===== src/verilog/exec_pkg.sv =====
`default_nettype none

package exec_pkg;

    localparam int data_w = 32;

    typedef logic [data_w-1:0] word_t;

    // encoded op, one value per instruction class
    typedef enum logic [4:0] {
        op_add,
        op_addu,
        op_sub,
        op_subu,
        op_slt,
        op_sltu,
        op_and,
        op_or,
        op_nor,
        op_xor,
        op_lui,
        op_sll,
        op_srl,
        op_sra,
        op_mult,
        op_multu,
        op_div,
        op_divu,
        op_mfhi,
        op_mflo,
        op_mthi,
        op_mtlo,
        op_nop
    } alu_op_e;

endpackage

`default_nettype wire


===== src/verilog/md_pkg.sv =====
`default_nettype none

package md_pkg;

    // one quotient bit per step
    localparam int div_steps = exec_pkg::data_w;

    typedef struct packed {
        exec_pkg::word_t rem;  // goes to HI
        exec_pkg::word_t quo;  // goes to LO
    } div_res_t;

    // same 64 bits, read as product or as rem/quo pair
    typedef union packed {
        logic [2*exec_pkg::data_w-1:0] product;
        div_res_t                      divres;
    } md_result_u;

endpackage

`default_nettype wire


===== src/verilog/md_if.sv =====
`default_nettype none

interface md_if;

    logic            start;      // one-cycle pulse, operands valid with it
    logic            is_signed;
    exec_pkg::word_t src1;
    exec_pkg::word_t src2;
    logic            done;       // one-cycle pulse, hi/lo valid with it
    exec_pkg::word_t hi;
    exec_pkg::word_t lo;

    modport ctrl (output start, is_signed, src1, src2, input done, hi, lo);
    modport unit (input start, is_signed, src1, src2, output done, hi, lo);

endinterface

`default_nettype wire


===== src/verilog/alu_core.sv =====
`default_nettype none

module alu_core (
    input  exec_pkg::alu_op_e op,
    input  exec_pkg::word_t   src1,
    input  exec_pkg::word_t   src2,
    input  logic              issue,
    output exec_pkg::word_t   result,
    output logic              overflow
);

    localparam int w = exec_pkg::data_w;

    logic            sel_add;
    logic            sel_sr;
    logic            inv_b;
    logic            adder_cout;
    exec_pkg::word_t adder_b;
    exec_pkg::word_t adder_sum;
    exec_pkg::word_t slt_res;
    exec_pkg::word_t sltu_res;
    exec_pkg::word_t sll_res;
    exec_pkg::word_t sr_res;
    logic [2*w-1:0]  sr64;

    assign sel_add = (op == exec_pkg::op_add) || (op == exec_pkg::op_addu) ||
                     (op == exec_pkg::op_sub) || (op == exec_pkg::op_subu);
    assign sel_sr  = (op == exec_pkg::op_srl) || (op == exec_pkg::op_sra);
    assign inv_b   = (op == exec_pkg::op_sub) || (op == exec_pkg::op_subu) ||
                     (op == exec_pkg::op_slt) || (op == exec_pkg::op_sltu);

    // single adder, a + ~b + 1 for the subtracting ops
    assign adder_b = inv_b ? ~src2 : src2;
    assign {adder_cout, adder_sum} = {1'b0, src1} + {1'b0, adder_b} + (w + 1)'(inv_b);

    // operand signs differ and the difference sign breaks the tie
    assign slt_res  = {{(w - 1){1'b0}},
                       (src1[w-1] & ~src2[w-1]) |
                       (~(src1[w-1] ^ src2[w-1]) & adder_sum[w-1])};
    assign sltu_res = {{(w - 1){1'b0}}, ~adder_cout};  // borrow out

    assign sll_res = src2 << src1[4:0];
    assign sr64    = {{w{(op == exec_pkg::op_sra) & src2[w-1]}}, src2} >> src1[4:0];
    assign sr_res  = sr64[w-1:0];

    // trap only for add/sub, the unsigned forms never flag
    assign overflow = issue &&
                      ((op == exec_pkg::op_add) || (op == exec_pkg::op_sub)) &&
                      (src1[w-1] == adder_b[w-1]) &&
                      (adder_sum[w-1] != src1[w-1]);

    assign result = ({w{sel_add}}                   & adder_sum)
                  | ({w{op == exec_pkg::op_slt}}    & slt_res)
                  | ({w{op == exec_pkg::op_sltu}}   & sltu_res)
                  | ({w{op == exec_pkg::op_and}}    & (src1 & src2))
                  | ({w{op == exec_pkg::op_or}}     & (src1 | src2))
                  | ({w{op == exec_pkg::op_nor}}    & ~(src1 | src2))
                  | ({w{op == exec_pkg::op_xor}}    & (src1 ^ src2))
                  | ({w{op == exec_pkg::op_lui}}    & {src2[15:0], 16'b0})
                  | ({w{op == exec_pkg::op_sll}}    & sll_res)
                  | ({w{sel_sr}}                    & sr_res);

endmodule

`default_nettype wire


===== src/verilog/mul_unit.sv =====
`default_nettype none

module mul_unit #(
    parameter int MUL_STAGES = 3
) (
    input  logic clk,
    input  logic reset,
    md_if.unit   bus
);

    localparam int w      = exec_pkg::data_w;
    localparam int prod_w = 2 * w;

    if ((MUL_STAGES < 2) || (MUL_STAGES > 4)) begin : g_bad_stages
        $error("mul_unit: MUL_STAGES must be 2 to 4");
    end

    exec_pkg::word_t   mag_a;
    exec_pkg::word_t   mag_b;
    logic              neg;
    logic [prod_w-1:0] prod_q [MUL_STAGES];
    logic [MUL_STAGES-1:0] neg_q;
    logic [MUL_STAGES-1:0] vld_q;
    logic [prod_w-1:0] prod_out;

    // unsigned multiply on magnitudes, sign fixed at the end
    assign mag_a = (bus.is_signed && bus.src1[w-1]) ? -bus.src1 : bus.src1;
    assign mag_b = (bus.is_signed && bus.src2[w-1]) ? -bus.src2 : bus.src2;
    assign neg   = bus.is_signed && (bus.src1[w-1] ^ bus.src2[w-1]);

    always_ff @(posedge clk) begin
        if (reset) begin
            vld_q <= '0;
        end else begin
            vld_q <= {vld_q[MUL_STAGES-2:0], bus.start};
        end
    end

    always_ff @(posedge clk) begin
        prod_q[0] <= prod_w'(mag_a) * prod_w'(mag_b);
        neg_q     <= {neg_q[MUL_STAGES-2:0], neg};
        for (int i = 1; i < MUL_STAGES; i++) begin
            prod_q[i] <= prod_q[i-1];
        end
    end

    assign prod_out = neg_q[MUL_STAGES-1] ? -prod_q[MUL_STAGES-1] : prod_q[MUL_STAGES-1];

    assign bus.done = vld_q[MUL_STAGES-1];
    assign bus.hi   = prod_out[prod_w-1:w];
    assign bus.lo   = prod_out[w-1:0];

    // controller keeps a single multiply in the pipeline
    a_one_in_flight: assert property (@(posedge clk) disable iff (reset)
        bus.start |-> (vld_q == '0));

endmodule

`default_nettype wire


===== src/verilog/div_unit.sv =====
`default_nettype none

module div_unit (
    input  logic clk,
    input  logic reset,
    md_if.unit   bus
);

    localparam int w     = exec_pkg::data_w;
    localparam int cnt_w = $clog2(md_pkg::div_steps);

    logic            running_q;
    logic            finish_q;
    logic [cnt_w-1:0] step_q;
    logic            last_step;
    exec_pkg::word_t rem_q;      // partial remainder
    exec_pkg::word_t quo_q;      // dividend bits out, quotient bits in
    exec_pkg::word_t dsr_q;
    logic            neg_quo_q;
    logic            neg_rem_q;
    exec_pkg::word_t mag_a;
    exec_pkg::word_t mag_b;
    logic [w:0]      trial;
    logic            fits;

    assign mag_a = (bus.is_signed && bus.src1[w-1]) ? -bus.src1 : bus.src1;
    assign mag_b = (bus.is_signed && bus.src2[w-1]) ? -bus.src2 : bus.src2;

    // remainder stays below the divisor, so bit w of the trial is the borrow
    assign trial     = {rem_q, quo_q[w-1]} - {1'b0, dsr_q};
    assign fits      = ~trial[w];
    assign last_step = (step_q == cnt_w'(md_pkg::div_steps - 1));

    always_ff @(posedge clk) begin
        if (reset) begin
            running_q <= 1'b0;
            finish_q  <= 1'b0;
            step_q    <= '0;
        end else begin
            finish_q <= running_q && last_step;
            if (bus.start) begin
                running_q <= 1'b1;
                step_q    <= '0;
            end else if (running_q) begin
                step_q <= step_q + 1'b1;
                if (last_step) begin
                    running_q <= 1'b0;
                end
            end
        end
    end

    // divisor of zero never borrows, giving all-ones quotient and rem = dividend
    always_ff @(posedge clk) begin
        if (bus.start) begin
            rem_q     <= '0;
            quo_q     <= mag_a;
            dsr_q     <= mag_b;
            neg_quo_q <= bus.is_signed && (bus.src1[w-1] ^ bus.src2[w-1]);
            neg_rem_q <= bus.is_signed && bus.src1[w-1];  // follows dividend
        end else if (running_q) begin
            rem_q <= fits ? trial[w-1:0] : {rem_q[w-2:0], quo_q[w-1]};
            quo_q <= {quo_q[w-2:0], fits};
        end
    end

    assign bus.done = finish_q;
    assign bus.hi   = neg_rem_q ? -rem_q : rem_q;
    assign bus.lo   = neg_quo_q ? -quo_q : quo_q;

    a_no_restart: assert property (@(posedge clk) disable iff (reset)
        bus.start |-> !running_q);

endmodule

`default_nettype wire


===== src/verilog/hilo_ctrl.sv =====
`default_nettype none

module hilo_ctrl (
    input  logic              clk,
    input  logic              reset,
    input  logic              issue,
    input  logic              cancel,
    input  exec_pkg::alu_op_e op,
    input  exec_pkg::word_t   src1,
    input  exec_pkg::word_t   src2,
    md_if.ctrl                mul_bus,
    md_if.ctrl                div_bus,
    output exec_pkg::word_t   hi,
    output exec_pkg::word_t   lo,
    output logic              busy
);

    localparam int w = exec_pkg::data_w;

    logic               is_mul;
    logic               is_div;
    logic               accept;
    logic               pend_q;
    logic               pend_div_q;    // which unit owns the pending op
    logic               mul_cancel_q;  // cancelled op still in the unit
    logic               div_cancel_q;
    logic               md_done;
    logic               md_write;
    md_pkg::md_result_u md_res;
    exec_pkg::word_t    md_hi;
    exec_pkg::word_t    md_lo;

    assign is_mul = (op == exec_pkg::op_mult) || (op == exec_pkg::op_multu);
    assign is_div = (op == exec_pkg::op_div) || (op == exec_pkg::op_divu);
    assign accept = issue && !pend_q;
    assign busy   = pend_q;

    // a unit still draining a cancelled op takes no new start
    assign mul_bus.start     = accept && is_mul && !mul_cancel_q;
    assign mul_bus.is_signed = (op == exec_pkg::op_mult);
    assign mul_bus.src1      = src1;
    assign mul_bus.src2      = src2;
    assign div_bus.start     = accept && is_div && !div_cancel_q;
    assign div_bus.is_signed = (op == exec_pkg::op_div);
    assign div_bus.src1      = src1;
    assign div_bus.src2      = src2;

    assign md_done  = pend_div_q ? div_bus.done : mul_bus.done;
    assign md_write = pend_q && md_done && !cancel;

    // divider fills the rem/quo view, multiplier the product view
    always_comb begin
        if (pend_div_q) begin
            md_res.divres.rem = div_bus.hi;
            md_res.divres.quo = div_bus.lo;
        end else begin
            md_res.product = {mul_bus.hi, mul_bus.lo};
        end
    end

    assign md_hi = md_res.product[2*w-1:w];  // rem for a divide
    assign md_lo = md_res.product[w-1:0];    // quo for a divide

    always_ff @(posedge clk) begin
        if (reset) begin
            pend_q       <= 1'b0;
            pend_div_q   <= 1'b0;
            mul_cancel_q <= 1'b0;
            div_cancel_q <= 1'b0;
            hi           <= '0;
            lo           <= '0;
        end else begin
            if (mul_bus.start || div_bus.start) begin
                pend_q     <= 1'b1;
                pend_div_q <= div_bus.start;
            end else if (pend_q && (md_done || cancel)) begin
                pend_q <= 1'b0;
            end
            if (mul_cancel_q && mul_bus.done) begin
                mul_cancel_q <= 1'b0;
            end
            if (div_cancel_q && div_bus.done) begin
                div_cancel_q <= 1'b0;
            end
            if (pend_q && cancel && !md_done) begin  // done pulse still to come
                if (pend_div_q) begin
                    div_cancel_q <= 1'b1;
                end else begin
                    mul_cancel_q <= 1'b1;
                end
            end
            if (md_write) begin
                hi <= md_hi;
                lo <= md_lo;
            end else if (accept && (op == exec_pkg::op_mthi)) begin
                hi <= src1;
            end else if (accept && (op == exec_pkg::op_mtlo)) begin
                lo <= src1;
            end
        end
    end

    // a HI/LO op issued while busy leaves the pair alone
    a_busy_drop: assert property (@(posedge clk) disable iff (reset)
        (issue && busy && !md_write &&
         (is_mul || is_div || (op == exec_pkg::op_mthi) || (op == exec_pkg::op_mtlo)))
        |=> ($stable(hi) && $stable(lo)));

endmodule

`default_nettype wire


===== src/verilog/exec_unit.sv =====
`default_nettype none

module exec_unit #(
    parameter int MUL_STAGES = 3
) (
    input  logic              clk,
    input  logic              reset,
    input  logic              issue,
    input  exec_pkg::alu_op_e op,
    input  exec_pkg::word_t   src1,
    input  exec_pkg::word_t   src2,
    input  logic              cancel,
    output exec_pkg::word_t   result,
    output logic              overflow,
    output logic              busy
);

    exec_pkg::word_t alu_result;
    exec_pkg::word_t hi;
    exec_pkg::word_t lo;

    md_if mul_bus ();
    md_if div_bus ();

    alu_core alu_core_i (
        .op       (op),
        .src1     (src1),
        .src2     (src2),
        .issue    (issue),
        .result   (alu_result),
        .overflow (overflow)
    );

    mul_unit #(
        .MUL_STAGES (MUL_STAGES)
    ) mul_unit_i (
        .clk   (clk),
        .reset (reset),
        .bus   (mul_bus)
    );

    div_unit div_unit_i (
        .clk   (clk),
        .reset (reset),
        .bus   (div_bus)
    );

    hilo_ctrl hilo_ctrl_i (
        .clk     (clk),
        .reset   (reset),
        .issue   (issue),
        .cancel  (cancel),
        .op      (op),
        .src1    (src1),
        .src2    (src2),
        .mul_bus (mul_bus),
        .div_bus (div_bus),
        .hi      (hi),
        .lo      (lo),
        .busy    (busy)
    );

    // mfhi/mflo read straight from the HI/LO pair
    assign result = (op == exec_pkg::op_mfhi) ? hi :
                    (op == exec_pkg::op_mflo) ? lo : alu_result;

endmodule

`default_nettype wire


===== config.mk =====
export PLATFORM = sky130hd
export DESIGN_NAME = exec_unit
export DESIGN_NICKNAME = d
export VERILOG_FILES = /design/src/verilog/exec_pkg.sv /design/src/verilog/md_pkg.sv /design/src/verilog/md_if.sv /design/src/verilog/alu_core.sv /design/src/verilog/mul_unit.sv /design/src/verilog/div_unit.sv /design/src/verilog/hilo_ctrl.sv /design/src/verilog/exec_unit.sv
export SDC_FILE = /design/constraint.sdc
export NUM_CORES = 2
export LEC_CHECK = 0
export BUFFER_PORTS_ARGS = -buffer_cell sky130_fd_sc_hd__buf_2
export CAP_MARGIN = 10
export CORE_ASPECT_RATIO = 1.75
export CORE_MARGIN = 8
export CORE_UTILIZATION = 50
export DETAILED_ROUTE_END_ITERATION = 7
export PLACE_DENSITY = 0.73
export SYNTH_ARGS = -nofsm -noshare
export SYNTH_HDL_FRONTEND = slang
export SYNTH_SLANG_ARGS = --single-unit
export TNS_END_PERCENT = 100

===== constraint.sdc =====
create_clock -name clk -period 22 [get_ports clk]
set_input_delay 3.3 -clock clk [delete_from_list [all_inputs] [get_ports clk]]
set_output_delay 3.3 -clock clk [all_outputs]
set_load 0.02 [all_outputs]

-- Word level (Yosys, flattened, before mapping)
Memory sizes are Yosys's and may differ from the RTL's.
Index checks and enable logic that the tools add are counted.
- $add $sub $neg: 9
- multipliers: 1
- eq/ne operators: 25
- shift-type cells: 2
- mux-type cells: 31
- bitwise logic cells: 33
- reductions and logical operators: 48
- operators by type and width (cell ; count):
    32-bit two-way mux ; 17
    32-bit OR ; 10
    32-bit bitwise AND ; 9
    64-bit two-way mux ; 2
    32-bit negator ; 4
    32-bit by 1-bit bitwise AND with 32-bit output ; 2
    32-bit by 32-bit multiplier with 64-bit output ; 1
    64-bit negator ; 1
    32-bit NOT ; 2
    64-bit by 5-bit >> shifter with 32-bit output ; 1
    5-bit by 4-bit equality test with 1-bit output (second input constant) ; 8
    5-bit equality test (second input constant) ; 7
    32-bit by 32-bit adder with 33-bit output ; 1
    33-bit by 1-bit adder with 33-bit output ; 1
    33-bit by 32-bit subtractor with 33-bit output ; 1
    32-bit by 5-bit left shift with 32-bit output ; 1
    32-bit XOR ; 1
    1-bit logical AND ; 24
    5-bit by 3-bit equality test with 1-bit output (second input constant) ; 4
    1-bit logical OR ; 12
    1-bit two-way mux ; 12
    5-bit by 2-bit equality test with 1-bit output (second input constant) ; 2
    2-bit nonzero test ; 4
    5-bit by 1-bit adder with 5-bit output (second input constant) ; 1
    12 further kinds ; 21
- bits in registers: 179
- memory bits (writable): 192
- input bits: 73
- output and inout bits: 34
- logic and storage cells: 166
- memories kept: 1
- memories (name ; depth ; bits a word ; rd ports ; clocked after Yosys merged registers in ; write ports ; RTL line ; RTL):
    mul_unit_i.prod_q ; 3 ; 64 ; 3 ; 0 ; 3 ; mul_unit.sv:21 ; logic [prod_w-1:0] prod_q [MUL_STAGES];

-- Longest topological paths before layout
- depth after elaboration: 21
- depth in mapped cells: 42
- depth with buffers taken out: 35

-- By module
A second synthesis with hierarchy kept.
- cells, all modules: 7012
- area, all modules: 60807.1 um2
- by module, submodules not included (module ; times used ; cells each ; area each (um2) ; seq. area each (um2)):
    mul_unit ; 1 ; 4338 ; 38806.0 ; 3963.8
    div_unit ; 1 ; 1020 ; 8466.9 ; 2762.6
    alu_core ; 1 ; 1100 ; 7992.7 ; 0.0
    hilo_ctrl ; 1 ; 481 ; 4473.0 ; 1361.3
    exec_unit ; 1 ; 73 ; 1068.5 ; 0.0

-- Worst setup path after synthesis
OpenSTA, ideal clock, no wires.
- path type: input to register
- start point: in src1[0]
- end point: mem mul_unit_i.prod_q[0][57] in the netlist's numbering
- setup time: 0.121 ns
- data arrival time: 13.561 ns
- required time: 21.879 ns
- path slack: 8.318 ns
- cell stages on the path: 36
- buffers on the path: 6
- path through: buf_2 -> buf_2 -> inv_1 -> clkbuf_1 -> clkbuf_1 -> buf_1 -> ha_1 -> nand4_1 -> or2_2 -> or4b_1 -> o31ai_1 -> xnor2_1 -> nor2_1 -> fa_1 -> inv_1 -> fa_1 -> fa_1 -> fa_1 -> inv_1 -> fa_1 -> fa_1 -> fa_1 -> inv_1 -> fa_1 -> inv_1 -> ha_1 -> clkbuf_1 -> inv_1 -> or4b_2 -> o31a_1 -> o21ai_1 -> a31o_2 -> o21ai_1 -> o21ai_0 -> a21boi_0 -> xnor2_1
- RTL lines (what ; RTL line ; RTL):
    start: declaration ; exec_unit.sv:10 ; input exec_pkg::word_t src1,
    end: declaration ; mul_unit.sv:21 ;

==> results.yml <==
run_status:
  outcome: "finished, violations left"
  violations: "capacitance limit, slew limit"
clock_network:
  cts_tree: "done"
  clk_latency_ns: 0.59
  cts_root_buf: "clkbuf_16"
  clk_pin_slew_ns: 0.06
  clockBufferDepth: 3
  h-tree-depth: 2
  postCtsResizedCells: 0
  postCtsSetupRepairBufs: 0
  clkSinkCount: 371
  cts_made_buffers: 40
  hold_buffers: 0
critical_path:
  worstSetupPathType: "input pin to register"
  rr_startpoint: "div_unit_i.quo_q[2]"
  cp_data_arrival_time_ns: 15.00
  cp_data_required_time_ns: 22.50
  critical-path-max-stage-delay_ns: 0.88
  r2r_slack_ns: 17.70
  critPathLaunchType: "input pin"
  slowest_stage: "fa_1"
  path_max_fanout: 57
  r2r_cells: 10
  worst_path_most_repeated_cell: "fa_1"
  crit_path_end_kind: "register"
  r2r-end: "hilo_ctrl_i.lo[26]"
synthesis:
  synth_top_area_share_pct: 31.0
  synth_top_area_cell: "fa_1"
  synthSimpleGateAreaFrac_pct: 15.3
  synth_compound_area_share_pct: 12.1
  synth_cell_types: 90
  synth-xor-area-share_pct: 6.68
  yosysSeqAreaShare_pct: 13.9
  syn_inst: 6869
  avgSynthCellArea_um2: 8.44
  syn-num-nets: 8239
  synthMuxAreaShare_pct: 3.02
  syn-cell-area_um2: 58000
  synth_top_family_by_area: "adder cells"
  synthArstFlopShare_pct: 0
  ys_warn_count: 0
  synth_area_leaders: "fa_1, dfxtp_1, ha_1"
  synthFlopType: "dfxtp_1"
  synth-seq-cells: 371
  synthAdderAreaFrac_pct: 39.6
  synth_edf_count: 66
job:
  cap_violations: 2
place:
  place.gp.congestion: 1.18
  dp_hpwl_um: 211000
  portBuffers: 106
drt:
  drtIter0Drc: 7166
  wl_um: 282000
  vias_per_cell: 6.49
  ant_nets: 0
  dr_total_vias: 54200
  wl_per_cell_um: 33.8
  drtPass1Iterations: 7
  drc_errors: 0
floorplan:
  core.rowCount: 165
  die_h_um: 467
  design.portCount: 107
  die_w_um: 273
  core_area_um2: 115000
  start_util_pct: 50.2
  dieArea_um2: 128000
min_path:
  min_path_cells: 0
  min_to: "mul_unit_i.prod_q[0][156]"
  hp-class: "register to register"
  min-delay-start: "mul_unit_i.prod_q[0][92]"
timing:
  hold_violations: 0
  finalSetupViolCount: 0
  fin_skew_ns: 0.0313
  tns_ns: 0
  max_slew_margin_pct: -4.13
  min_period_ns: 14.50
  fmax_mhz: 69.0
  worst_pin_slew_ns: 1.55
  min_period_over_period_pct: 65.9
  final_max_slew_viol_count: 4
  rsz0062_at_grt: "false"
grt:
  antenna_found_initial: 24
  grt_pass1_vias: 55300
  grt_max_degree: 80
  grt_pass1_wl_um: 398000
  gr-usage-all-layers_pct: 44.0
  overflow: 0
finish:
  multi_input_area_um2: 45200
  area_delta_synth_final_pct: 7.22
  ff_latch_area_um2: 8090
  nets: 8159
  nFillCells: 10800
  drive_gt1_share_pct: 7.51
==> per-stage QoR <==
| step | setup slack [ns] | area (um^2) | cells | utilization [%] | hold WS (ns) |
|---|---|---|---|---|---|
| 5_1_grt | 7.16 | 62100 | 8326 | 53.8 | 0.320 |
| 4_1_cts | 7.84 | 62000 | 8317 | 53.8 | 0.310 |
| 3_3_place_gp | 7.48 | 60700 | 8244 | 52.6 | 0.310 |
| 3_5_place_dp | 7.29 | 60700 | 8244 | 52.6 | 0.312 |
| 2_1_floorplan | 8.32 | 58000 | 6869 | - | 0.310 |
| 6_report | 7.50 | 62200 | 8340 | 53.9 | 0.308 |
==> per-layer routing <==
| metal | vias up | global-route usage, % | wire length, um |
|---|---|---|---|
| met2 | 4158 | 67.8 | 125000 |
| met4 | 14 | 49.5 | 42700 |
| met5 | - | 0.271 | 102 |
| met3 | 1893 | 17.5 | 33600 |
| met1 | 26300 | 41.9 | 80800 |
| li1 | 21900 | - | - |
==> cell type report <==
class,instances,share of cell area (%)
Sequential cell,371,13.0
Antenna cell,17,0.0684
Inverter,1019,6.15
Tap cell,1503,3.02
Timing Repair Buffer,272,2.91
Multi-Input combinational cell,5085,72.6
Clock inverter,24,0.463
Clock buffer,49,1.75
==> critical path: cells and delay by family <==
kind / cells / cell delay, ns
fa+ha+maj: 9 / 4.78
buf+inv: 8 / 1.77
simple gates: 5 / 2.21
xor+xnor: 2 / 0.39
compound gates: 10 / 2.43
==> Yosys cell counts, types with 11 or more instances <==
library cell / count
a31oi_1: 33
o21bai_1: 21
xnor2_1: 331
a211oi_1: 87
or4_1: 28
nand4_1: 37
a211o_1: 15
dfxtp_1: 305
a22oi_1: 11
o41ai_1: 21
and3_1: 17
nand2_1: 813
mux2i_1: 75
nor2b_1: 24
o31ai_1: 57
buf_1: 18
or2_2: 25
a221oi_1: 38
edfxtp_1: 66
o22ai_1: 14
nand2b_1: 31
or3_1: 34
fa_1: 898
and2_1: 24
clkbuf_1: 335
xor2_1: 98
nand3_1: 64
nor2_1: 913
buf_2: 34
a21oi_1: 337
a311oi_1: 21
o21ai_0: 272
o21a_1: 18
ha_1: 399
o221ai_1: 13
inv_1: 1016
o211ai_1: 40
a21o_1: 60
nor3_1: 55
mux4_2: 41
==> cell families (layout without fill, tap and decap cells) <==
kind of cell,Yosys count,after routing
xor gates and xnor gates,436,436
and+or+nand+nor,2112,2112
adders and majority gates,1297,1297
other,0,17
DFF,371,371
muxes,123,123
buffers and inverters,1413,1364
AOI/OAI and AO/OA,1117,1117
==> worst max-delay path by stage <==
stage / depth (start not counted) / end / from / slack, ns
after floorplan: 36 / mul_unit_i.prod_q[0][57] / src1[0] / 8.32
after global placement: 33 / mul_unit_i.prod_q[0][57] / src1[2] / 7.48
after detailed placement: 35 / mul_unit_i.prod_q[0][60] / src2[0] / 7.29
after CTS: 35 / mul_unit_i.prod_q[0][60] / src2[0] / 7.84
after global routing: 34 / mul_unit_i.prod_q[0][60] / src1[2] / 7.16
final: 34 / mul_unit_i.prod_q[0][60] / src1[2] / 7.50
==> cell usage in the layout (no fill, tap or decap), types with 98 or more instances in the layout <==
cell	instances
inv_1	1013
xnor2_1	286
nand2_1	813
buf_2	104
xor2_1	98
a21oi_1	337
ha_1	399
fa_1	898
dfxtp_1	302
o21ai_0	271
buf_4	163
nor2_1	909
==> state kept, by name, summed over array words and instances (netlist names) <==
name,flops
div_unit_i.neg_rem_q,1
div_unit_i.dsr_q,32
div_unit_i.step_q,5
hilo_ctrl_i.pend_div_q,1
hilo_ctrl_i.busy,1
hilo_ctrl_i.div_cancel_q,1
hilo_ctrl_i.lo,32
hilo_ctrl_i.hi,32
mul_unit_i.neg_q,3
mul_unit_i.prod_q,192
hilo_ctrl_i.mul_cancel_q,1
div_unit_i.neg_quo_q,1
div_unit_i.quo_q,32
div_unit_i.running_q,1
mul_unit_i.vld_q,3
div_unit_i.rem_q,32
div_unit_i.bus.done,1
Power is not shown: default switching activity piles up to over one toggle a cycle in this logic, so the estimate is an artifact.
